--- src/hbus_pkg.sv ---
/*
  HyperRAM controller package
  Widths, device geometry, fixed latency, command/address layout
  and the PHY state encoding shared by the controller blocks
*/

package hbus_pkg;

  // Data and address widths
  localparam int WORD_W   = 16;
  localparam int SEL_W    = 2;
  localparam int ADDR_W   = 22;
  localparam int WB_ADR_W = 32;

  // Attached device and port count
  localparam int MEM_WORDS = 1024;
  localparam int NR_PORTS  = 2;

  // Initial latency in CK cycles, two clk_i cycles per CK cycle
  localparam int LATENCY_CK  = 6;
  localparam int LATENCY_CYC = 2 * LATENCY_CK;

  // Counter wide enough for the longest PHY phase
  localparam int CNT_W = $clog2(LATENCY_CYC);

  /*
    Command/address word, sent upper byte first
      47     read flag (1 = read)
      46     address space, 0 = memory
      45     burst type, 1 = linear
      44:16  word address bits 21..3, zero extended
      15:3   reserved, zero
      2:0    word address bits 2..0
  */
  localparam int CA_BYTES     = 6;
  localparam int CA_W         = CA_BYTES * 8;
  localparam int CA_RW_BIT    = 47;
  localparam int CA_AS_BIT    = 46;
  localparam int CA_BURST_BIT = 45;
  localparam int CA_ROW_MSB   = 44;
  localparam int CA_ROW_LSB   = 16;
  localparam int CA_ROW_W     = CA_ROW_MSB - CA_ROW_LSB + 1;
  localparam int CA_COL_W     = 3;

  // Upper byte of a word travels first on DQ
  typedef logic [WORD_W-1:0]           word_t;
  // Bit 1 enables the upper byte
  typedef logic [SEL_W-1:0]            sel_t;
  typedef logic [ADDR_W-1:0]           addr_t;
  typedef logic [WB_ADR_W-1:0]         wb_adr_t;
  typedef logic [CA_W-1:0]             ca_t;
  typedef logic [$clog2(NR_PORTS)-1:0] port_idx_t;

  typedef enum logic [2:0] {
    IDLE,
    CMD,
    LATENCY,
    WRITE,
    READ,
    DONE
  } phy_state_t;

endpackage

--- src/hbus_req_if.sv ---
/*
  Word request interface
  Carries one 16-bit memory request and its completion from a
  requester to a responder
*/

`timescale 1ns/10ps

interface hbus_req_if import hbus_pkg::*; ();

  // Request side, held until done
  logic  valid;
  logic  we;
  addr_t addr;
  word_t wdata;
  sel_t  sel;

  // Response side, single-cycle pulses
  logic  grant;
  logic  done;
  word_t rdata;

  modport master (
    output valid, we, addr, wdata, sel,
    input  grant, done, rdata
  );

  modport slave (
    input  valid, we, addr, wdata, sel,
    output grant, done, rdata
  );

endinterface

--- src/hbus_wb_port.sv ---
/*
  Wishbone classic slave port
  Range-checks the byte address, turns an accepted cycle into one
  word request, holds it until completion and answers with ack or err
*/

`timescale 1ns/10ps

module hbus_wb_port import hbus_pkg::*; (
  input  logic    clk_i,
  input  logic    rst_i,
  input  logic    wb_cyc_i,
  input  logic    wb_stb_i,
  input  logic    wb_we_i,
  input  wb_adr_t wb_adr_i,
  input  word_t   wb_dat_i,
  input  sel_t    wb_sel_i,
  output word_t   wb_dat_o,
  output logic    wb_ack_o,
  output logic    wb_err_o,
  hbus_req_if.master req
);

  typedef enum logic [1:0] {
    ST_IDLE,
    ST_REQ,
    ST_XFER,
    ST_RESP
  } port_state_t;

  port_state_t state_q;
  logic        cycle_start;
  logic        in_range;

  assign cycle_start = (state_q == ST_IDLE) && wb_cyc_i && wb_stb_i;
  // Two bytes per word, so the byte range is twice the word count
  assign in_range    = wb_adr_i < WB_ADR_W'(2 * MEM_WORDS);

  always_ff @(posedge clk_i) begin
    if (rst_i) begin
      state_q   <= ST_IDLE;
      req.valid <= 1'b0;
      wb_ack_o  <= 1'b0;
      wb_err_o  <= 1'b0;
    end else begin
      case (state_q)
        ST_IDLE: begin
          if (cycle_start) begin
            if (in_range) begin
              req.valid <= 1'b1;
              state_q   <= ST_REQ;
            end else begin
              wb_err_o <= 1'b1;
              state_q  <= ST_RESP;
            end
          end
        end
        // Waiting for the arbiter to hand over the PHY
        ST_REQ: begin
          if (req.grant) begin
            state_q <= ST_XFER;
          end
        end
        ST_XFER: begin
          if (req.done) begin
            req.valid <= 1'b0;
            wb_ack_o  <= 1'b1;
            state_q   <= ST_RESP;
          end
        end
        // Response cycle, stb is still up from the master here
        default: begin
          wb_ack_o <= 1'b0;
          wb_err_o <= 1'b0;
          state_q  <= ST_IDLE;
        end
      endcase
    end
  end

  // Request fields and read data
  always_ff @(posedge clk_i) begin
    if (cycle_start) begin
      req.we    <= wb_we_i;
      req.addr  <= wb_adr_i[ADDR_W:1];
      req.wdata <= wb_dat_i;
      req.sel   <= wb_sel_i;
    end
    if (state_q == ST_XFER && req.done) begin
      wb_dat_o <= req.rdata;
    end
  end

endmodule

--- src/hbus_arbiter.sv ---
/*
  Round-robin arbiter
  Hands the PHY to one port per transaction, forwards the owner's
  request and routes grant and done back to that port only
*/

`timescale 1ns/10ps

module hbus_arbiter import hbus_pkg::*; (
  input  logic       clk_i,
  input  logic       rst_i,
  hbus_req_if.slave  port_req [NR_PORTS],
  hbus_req_if.master phy_req
);

  logic [NR_PORTS-1:0] p_valid;
  logic [NR_PORTS-1:0] p_we;
  addr_t               p_addr  [NR_PORTS];
  word_t               p_wdata [NR_PORTS];
  sel_t                p_sel   [NR_PORTS];

  logic      busy_q;
  port_idx_t owner_q;
  port_idx_t last_q;
  port_idx_t rr_pick;
  port_idx_t cur;

  // Interface arrays cannot take a variable index, so flatten them
  for (genvar i = 0; i < NR_PORTS; i++) begin : g_port
    assign p_valid[i] = port_req[i].valid;
    assign p_we[i]    = port_req[i].we;
    assign p_addr[i]  = port_req[i].addr;
    assign p_wdata[i] = port_req[i].wdata;
    assign p_sel[i]   = port_req[i].sel;

    assign port_req[i].grant = phy_req.grant && (cur == port_idx_t'(i));
    assign port_req[i].done  = phy_req.done && busy_q && (owner_q == port_idx_t'(i));
    assign port_req[i].rdata = phy_req.rdata;
  end

  // Search starts at the port after the last winner
  always_comb begin
    int unsigned idx;
    logic        found;
    found   = 1'b0;
    rr_pick = last_q;
    for (int unsigned k = 1; k <= NR_PORTS; k++) begin
      idx = (int'(last_q) + k) % NR_PORTS;
      if (!found && p_valid[idx]) begin
        found   = 1'b1;
        rr_pick = port_idx_t'(idx);
      end
    end
  end

  assign cur = busy_q ? owner_q : rr_pick;

  assign phy_req.valid = busy_q ? p_valid[owner_q] : (|p_valid);
  assign phy_req.we    = p_we[cur];
  assign phy_req.addr  = p_addr[cur];
  assign phy_req.wdata = p_wdata[cur];
  assign phy_req.sel   = p_sel[cur];

  always_ff @(posedge clk_i) begin
    if (rst_i) begin
      busy_q  <= 1'b0;
      owner_q <= '0;
      // Port 0 wins first
      last_q  <= port_idx_t'(NR_PORTS - 1);
    end else if (phy_req.grant) begin
      busy_q  <= 1'b1;
      owner_q <= rr_pick;
      last_q  <= rr_pick;
    end else if (phy_req.done) begin
      busy_q <= 1'b0;
    end
  end

endmodule

--- src/hbus_phy.sv ---
/*
  HyperBus PHY
  Sends the 48-bit command/address, waits the fixed initial latency,
  then drives two write bytes with RWDS as byte mask or captures two
  read bytes on changes of RWDS. CK runs at half the clk_i rate
  while CS is low, and every pin is driven from a register
*/

`timescale 1ns/10ps

module hbus_phy import hbus_pkg::*; (
  input  logic       clk_i,
  input  logic       rst_i,
  hbus_req_if.slave  req,
  output logic       hyper_cs_no,
  output logic       hyper_ck_o,
  output logic       hyper_ck_no,
  output logic [7:0] hyper_dq_o,
  input  logic [7:0] hyper_dq_i,
  output logic       hyper_dq_oe_o,
  output logic       hyper_rwds_o,
  output logic       hyper_rwds_oe_o,
  input  logic       hyper_rwds_i,
  output logic       hyper_reset_no
);

  phy_state_t       state_q;
  logic [CNT_W-1:0] cnt_q;
  ca_t              ca_cmd;
  ca_t              ca_q;
  word_t            rdata_q;
  logic             rwds_q;
  logic             rwds_edge;

  // Command/address built from the pending request
  always_comb begin
    ca_cmd                           = '0;
    ca_cmd[CA_RW_BIT]                = ~req.we;
    ca_cmd[CA_AS_BIT]                = 1'b0;
    ca_cmd[CA_BURST_BIT]             = 1'b1;
    ca_cmd[CA_ROW_MSB:CA_ROW_LSB]    = CA_ROW_W'(req.addr[ADDR_W-1:CA_COL_W]);
    ca_cmd[CA_COL_W-1:0]             = req.addr[CA_COL_W-1:0];
  end

  assign req.grant = (state_q == IDLE) && req.valid;
  assign req.done  = (state_q == DONE);
  assign req.rdata = rdata_q;

  // Device marks each read byte by flipping RWDS
  assign rwds_edge = hyper_rwds_i != rwds_q;

  always_ff @(posedge clk_i) begin
    if (rst_i) begin
      state_q         <= IDLE;
      cnt_q           <= '0;
      hyper_cs_no     <= 1'b1;
      hyper_ck_o      <= 1'b0;
      hyper_ck_no     <= 1'b1;
      hyper_dq_oe_o   <= 1'b0;
      hyper_rwds_o    <= 1'b0;
      hyper_rwds_oe_o <= 1'b0;
      hyper_reset_no  <= 1'b0;
    end else begin
      hyper_reset_no <= 1'b1;
      rwds_q         <= hyper_rwds_i;

      // CK toggles for as long as a transaction is on the bus
      if (state_q inside {CMD, LATENCY, WRITE, READ}) begin
        hyper_ck_o  <= ~hyper_ck_o;
        hyper_ck_no <= hyper_ck_o;
      end

      case (state_q)
        IDLE: begin
          if (req.grant) begin
            state_q       <= CMD;
            cnt_q         <= '0;
            hyper_cs_no   <= 1'b0;
            hyper_ck_o    <= 1'b1;
            hyper_ck_no   <= 1'b0;
            hyper_dq_o    <= ca_cmd[CA_W-1 -: 8];
            hyper_dq_oe_o <= 1'b1;
            ca_q          <= ca_cmd << 8;
          end
        end

        CMD: begin
          if (cnt_q == CNT_W'(CA_BYTES - 1)) begin
            state_q       <= LATENCY;
            cnt_q         <= '0;
            hyper_dq_o    <= 8'h00;
            // Reads hand DQ over to the device from here on
            hyper_dq_oe_o <= req.we;
          end else begin
            cnt_q      <= cnt_q + 1'b1;
            hyper_dq_o <= ca_q[CA_W-1 -: 8];
            ca_q       <= ca_q << 8;
          end
        end

        LATENCY: begin
          if (cnt_q == CNT_W'(LATENCY_CYC - 1)) begin
            cnt_q <= '0;
            if (req.we) begin
              state_q         <= WRITE;
              hyper_dq_o      <= req.wdata[15:8];
              hyper_rwds_o    <= ~req.sel[1];
              hyper_rwds_oe_o <= 1'b1;
            end else begin
              state_q <= READ;
            end
          end else begin
            cnt_q <= cnt_q + 1'b1;
          end
        end

        WRITE: begin
          if (cnt_q == '0) begin
            cnt_q        <= cnt_q + 1'b1;
            hyper_dq_o   <= req.wdata[7:0];
            hyper_rwds_o <= ~req.sel[0];
          end else begin
            state_q         <= DONE;
            hyper_cs_no     <= 1'b1;
            hyper_ck_o      <= 1'b0;
            hyper_ck_no     <= 1'b1;
            hyper_dq_oe_o   <= 1'b0;
            hyper_rwds_o    <= 1'b0;
            hyper_rwds_oe_o <= 1'b0;
          end
        end

        // Length depends on when the device starts toggling RWDS
        READ: begin
          if (rwds_edge) begin
            if (cnt_q == '0) begin
              cnt_q          <= cnt_q + 1'b1;
              rdata_q[15:8]  <= hyper_dq_i;
            end else begin
              rdata_q[7:0] <= hyper_dq_i;
              state_q      <= DONE;
              hyper_cs_no  <= 1'b1;
              hyper_ck_o   <= 1'b0;
              hyper_ck_no  <= 1'b1;
            end
          end
        end

        default: begin
          state_q <= IDLE;
        end
      endcase
    end
  end

endmodule

--- src/hbus_top.sv ---
/*
  HyperRAM controller top level
  Two Wishbone classic ports share one HyperBus PHY through a
  round-robin arbiter
*/

`timescale 1ns/10ps

module hbus_top import hbus_pkg::*; (
  input  logic       clk_i,
  input  logic       rst_i,
  // Wishbone port 0
  input  logic       wb0_cyc_i,
  input  logic       wb0_stb_i,
  input  logic       wb0_we_i,
  input  wb_adr_t    wb0_adr_i,
  input  word_t      wb0_dat_i,
  input  sel_t       wb0_sel_i,
  output word_t      wb0_dat_o,
  output logic       wb0_ack_o,
  output logic       wb0_err_o,
  // Wishbone port 1
  input  logic       wb1_cyc_i,
  input  logic       wb1_stb_i,
  input  logic       wb1_we_i,
  input  wb_adr_t    wb1_adr_i,
  input  word_t      wb1_dat_i,
  input  sel_t       wb1_sel_i,
  output word_t      wb1_dat_o,
  output logic       wb1_ack_o,
  output logic       wb1_err_o,
  // HyperBus device pins
  output logic       hyper_cs_no,
  output logic       hyper_ck_o,
  output logic       hyper_ck_no,
  output logic [7:0] hyper_dq_o,
  input  logic [7:0] hyper_dq_i,
  output logic       hyper_dq_oe_o,
  output logic       hyper_rwds_o,
  output logic       hyper_rwds_oe_o,
  input  logic       hyper_rwds_i,
  output logic       hyper_reset_no
);

  hbus_req_if port_if [NR_PORTS] ();
  hbus_req_if phy_if ();

  hbus_wb_port u_port0 (
    .clk_i    ( clk_i      ),
    .rst_i    ( rst_i      ),
    .wb_cyc_i ( wb0_cyc_i  ),
    .wb_stb_i ( wb0_stb_i  ),
    .wb_we_i  ( wb0_we_i   ),
    .wb_adr_i ( wb0_adr_i  ),
    .wb_dat_i ( wb0_dat_i  ),
    .wb_sel_i ( wb0_sel_i  ),
    .wb_dat_o ( wb0_dat_o  ),
    .wb_ack_o ( wb0_ack_o  ),
    .wb_err_o ( wb0_err_o  ),
    .req      ( port_if[0] )
  );

  hbus_wb_port u_port1 (
    .clk_i    ( clk_i      ),
    .rst_i    ( rst_i      ),
    .wb_cyc_i ( wb1_cyc_i  ),
    .wb_stb_i ( wb1_stb_i  ),
    .wb_we_i  ( wb1_we_i   ),
    .wb_adr_i ( wb1_adr_i  ),
    .wb_dat_i ( wb1_dat_i  ),
    .wb_sel_i ( wb1_sel_i  ),
    .wb_dat_o ( wb1_dat_o  ),
    .wb_ack_o ( wb1_ack_o  ),
    .wb_err_o ( wb1_err_o  ),
    .req      ( port_if[1] )
  );

  hbus_arbiter u_arb (
    .clk_i    ( clk_i   ),
    .rst_i    ( rst_i   ),
    .port_req ( port_if ),
    .phy_req  ( phy_if  )
  );

  hbus_phy u_phy (
    .clk_i           ( clk_i           ),
    .rst_i           ( rst_i           ),
    .req             ( phy_if          ),
    .hyper_cs_no     ( hyper_cs_no     ),
    .hyper_ck_o      ( hyper_ck_o      ),
    .hyper_ck_no     ( hyper_ck_no     ),
    .hyper_dq_o      ( hyper_dq_o      ),
    .hyper_dq_i      ( hyper_dq_i      ),
    .hyper_dq_oe_o   ( hyper_dq_oe_o   ),
    .hyper_rwds_o    ( hyper_rwds_o    ),
    .hyper_rwds_oe_o ( hyper_rwds_oe_o ),
    .hyper_rwds_i    ( hyper_rwds_i    ),
    .hyper_reset_no  ( hyper_reset_no  )
  );

endmodule

--- config.mk ---
export PLATFORM = sky130hd
export DESIGN_NAME = hbus_top
export DESIGN_NICKNAME = d
export VERILOG_FILES = /design/src/hbus_pkg.sv /design/src/hbus_req_if.sv /design/src/hbus_wb_port.sv /design/src/hbus_arbiter.sv /design/src/hbus_phy.sv /design/src/hbus_top.sv
export SDC_FILE = /design/constraint.sdc
export NUM_CORES = 1
export LEC_CHECK = 0
export BUFFER_PORTS_ARGS = -buffer_cell sky130_fd_sc_hd__buf_4
export CAP_MARGIN = 10
export CORE_MARGIN = 2
export CORE_UTILIZATION = 51
export CTS_BUF_LIST = sky130_fd_sc_hd__clkbuf_2 sky130_fd_sc_hd__clkbuf_4 sky130_fd_sc_hd__clkbuf_8
export DETAILED_ROUTE_END_ITERATION = 7
export PLACE_DENSITY = 0.78
export SYNTH_ARGS = -nofsm -noshare
export SYNTH_HDL_FRONTEND = slang
export SYNTH_SLANG_ARGS = --single-unit
--- constraint.sdc ---
create_clock -name clk_i -period 3.3 [get_ports clk_i]
set_clock_uncertainty 0.05 [all_clocks]
set_input_delay 0.66 -clock clk_i [delete_from_list [all_inputs] [get_ports clk_i]]
set_output_delay 0.66 -clock clk_i [all_outputs]
set_load 0.02 [all_outputs]
==> impl_metrics.env <==
export IMPL_fmax_mhz=368
export IMPL_ir_worst_vdd_mv=0.448
export IMPL_multiInputGateArea_mm2=0.00205
export IMPL_slowest_delay_ps=730
export IMPL_critical_path_slowest_cell="dfxtp_1"
export IMPL_synth_mux_area_share_pct=2.71
export IMPL_finalWirelength_um=17300
export IMPL_netlist_instances=569
export IMPL_grt_ovfl_total=0
export IMPL_seqCellArea_mm2=0.00562
export IMPL_postSynthAreaPerCell_um2=13.7
export IMPL_final_layout_size_suffix_gt1_share_pct=30.1
export IMPL_status="finished clean"
export IMPL_synthArstFlopShare_pct=0
export IMPL_grt_max_degree=47
export IMPL_synth_xor_area_share_pct=0.337
export IMPL_antenna_found_initial=0
export IMPL_grt_pass1_vias=5234
export IMPL_chipHeight_um=128
export IMPL_fill_cells=1138
export IMPL_cts_buffers=17
export IMPL_grt_pass1_wl_um=26600
export IMPL_synth_simple_area_share_pct=11.0
export IMPL_dp_final_hpwl_um=11900
export IMPL_place_congestion=0.828
export IMPL_final_net_count=863
export IMPL_ys_ff_latch=196
export IMPL_tightest_slew_ps=847
export IMPL_power_density_mw_per_mm2=620
export IMPL_seq_area_frac_synth_pct=71.9
export IMPL_dieArea_mm2=0.0163
export IMPL_leakage_nw=3.56
export IMPL_synth_top_family_by_area="simple AND/OR/NAND/NOR gates"
export IMPL_path_buf_inv=0
export IMPL_drc_errors=0
export IMPL_core_region_area_mm2=0.0151
export IMPL_synth_largest_area_cell="edfxtp_1"
export IMPL_dr_wl_met2_um=8430
export IMPL_holdBufCountCts=0
export IMPL_n_antenna_cell=0
export IMPL_vias=5234
export IMPL_clk_latency_ps=470
export IMPL_place_inst=904
export IMPL_synth_flop_cell="edfxtp_1"
export IMPL_root_buffer="clkbuf_8"
export IMPL_path_cells="or2_0 -> o221ai_1 -> a221o_1 -> or4_1 -> a21oi_1"
export IMPL_fin_cells=936
export IMPL_cts_setup_buffers=0
export IMPL_num_rows=45
export IMPL_rsz0062_at_grt="no"
export IMPL_hold_class="input pin to register"
export IMPL_ys_top_cells_by_count="edfxtp_1, nand2_1, a21oi_1"
export IMPL_initialDrtViolationCount=414
export IMPL_die_x_um=128
export IMPL_syn_to_final_growth_pct=24.3
export IMPL_cts_resized=0
export IMPL_end_kind="register"
export IMPL_finalMaxSlewViolations=0
export IMPL_crit_arrival_ps=3070
export IMPL_cts_tree="done"
export IMPL_synth_nets=697
export IMPL_crit_fanout=19
export IMPL_synth_most_common_cell="edfxtp_1"
export IMPL_synth_top_cell_area_share_pct=65.0
export IMPL_relSlewSlack_pct=43.6
export IMPL_wire_per_inst_um=18.5
export IMPL_first_pass_iters=5
export IMPL_ys_types=63
export IMPL_synth_edf_count=169
export IMPL_hold_viol_final=0
export IMPL_wl_met3_um=1110
export IMPL_ant_nets=0
export IMPL_cp_required_ps=3650
export IMPL_clockBufferDepth=2
export IMPL_top_layer_used="met4"
export IMPL_grt_usage_pct=21.5
export IMPL_maxCapViolCount=0
export IMPL_period_share_pct=82.4
export IMPL_synthAdderAreaFrac_pct=1.76
export IMPL_initial_utilization_pct=51.7
export IMPL_fin_tns_setup_ps=0
export IMPL_ios=168
export IMPL_cts_sinks=196
export IMPL_path_class="register to register"
export IMPL_clk_pin_slew_worst_paths_ps=110
export IMPL_port_buffers=165
export IMPL_ys_warn_count=0
export IMPL_holdWs_ps=302
export IMPL_h_tree_depth=4
export IMPL_cp_start_kind="register"
export IMPL_synth_area_leaders="edfxtp_1, dfxtp_1, nand2_1"
export IMPL_setup_violations=0
export IMPL_total_power_mw=6.02
export IMPL_vias_per_cell=5.59
export IMPL_crit_family="simple AND/OR/NAND/NOR gates"
export IMPL_synth_compound_area_share_pct=10.1
export IMPL_synth_area_mm2=0.00781
export IMPL_period_needed_ps=2720
export IMPL_drt_met1_wl_um=7460
==> metal layers <==
layer  up-vias  GRT usage, %
li1       2470             -
met5         -             0
met3        21          4.51
met4         0          7.43
met2       214          36.4
met1      2529          27.7
==> state kept, by name, summed over array words and instances (netlist names), 2 cells and up <==
signal / flops
u_phy.ca_q: 30
u_port0.req.addr: 22
u_port1.req.addr: 22
u_phy.req.rdata: 16
u_port0.req.wdata: 16
u_port0.wb_dat_o: 16
u_port1.req.wdata: 16
u_port1.wb_dat_o: 16
u_phy.hyper_dq_o: 8
u_phy.cnt_q: 4
u_phy.state_q: 3
u_port0.req.sel: 2
u_port0.state_q: 2
u_port1.req.sel: 2
u_port1.state_q: 2
==> cell usage in the layout, fill, tap and decap left out, types with 14 or more instances in the layout <==
master,Yosys,layout
nand2_1,72,72
edfxtp_1,169,169
a21oi_1,45,45
clkbuf_8,0,17
mux2i_1,20,20
nor2_1,19,18
buf_4,0,176
o21ai_0,27,27
dfxtp_1,27,27
inv_1,14,14
==> area by class of cell <==
type	count	share of cell area [%]
sequential	196	57.9
multi-input combinational	329	21.2
timing repair buffer	176	13.6
tap	188	2.42
clock buffer	17	2.41
clock inverter	15	1.93
inverter	15	0.580
==> per-stage QoR <==
step | area (um^2) | util (%) | setup slack [ps]
6_report | 9700 | 64.3 | 582
5_1_grt | 9700 | 64.3 | 407
4_1_cts | 9700 | 64.3 | 680
3_5_place_dp | 9280 | 61.5 | 711
3_3_place_gp | 9280 | 61.5 | 800
2_1_floorplan | 7810 | - | 85.9
==> cells by family after synthesis <==
logic type               count (synthesis)
flip-flops                             196
AND/OR/NAND/NOR                        172
AO/OA/AOI/OAI                          122
buffers and inverters                   44
multiplexers                            21
adder cells (fa/ha/maj)                 11
XOR/XNOR                                 3
==> power by group <==
| group | switching, mW | internal [mW] | total [mW] |
|---|---|---|---|
| Combinational | 0.744 | 0.506 | 1.25 |
| Clock | 0.941 | 0.645 | 1.59 |
| Sequential | 0.151 | 3.03 | 3.18 |
==> final timing paths <==
kind / cells past startpoint / to / slack (ps) / from
worst max-delay path: 5 / u_phy.cnt_q[3]$_SDFFE_PP0P_ / 580 / u_phy.state_q[0]$_SDFFE_PP0P_
worst min-delay path: 1 / u_port0.req.addr[0]$_DFFE_PP_ / 300 / wb0_adr_i[1]
worst max register to register: 5 / u_phy.cnt_q[3]$_SDFFE_PP0P_ / 580 / u_phy.state_q[0]$_SDFFE_PP0P_
worst min register to register: 0 / u_port0.wb_dat_o[6]$_DFFE_PP_ / 410 / u_phy.req.rdata[6]$_DFFE_PP_
(Power assumes the default switching activity.)
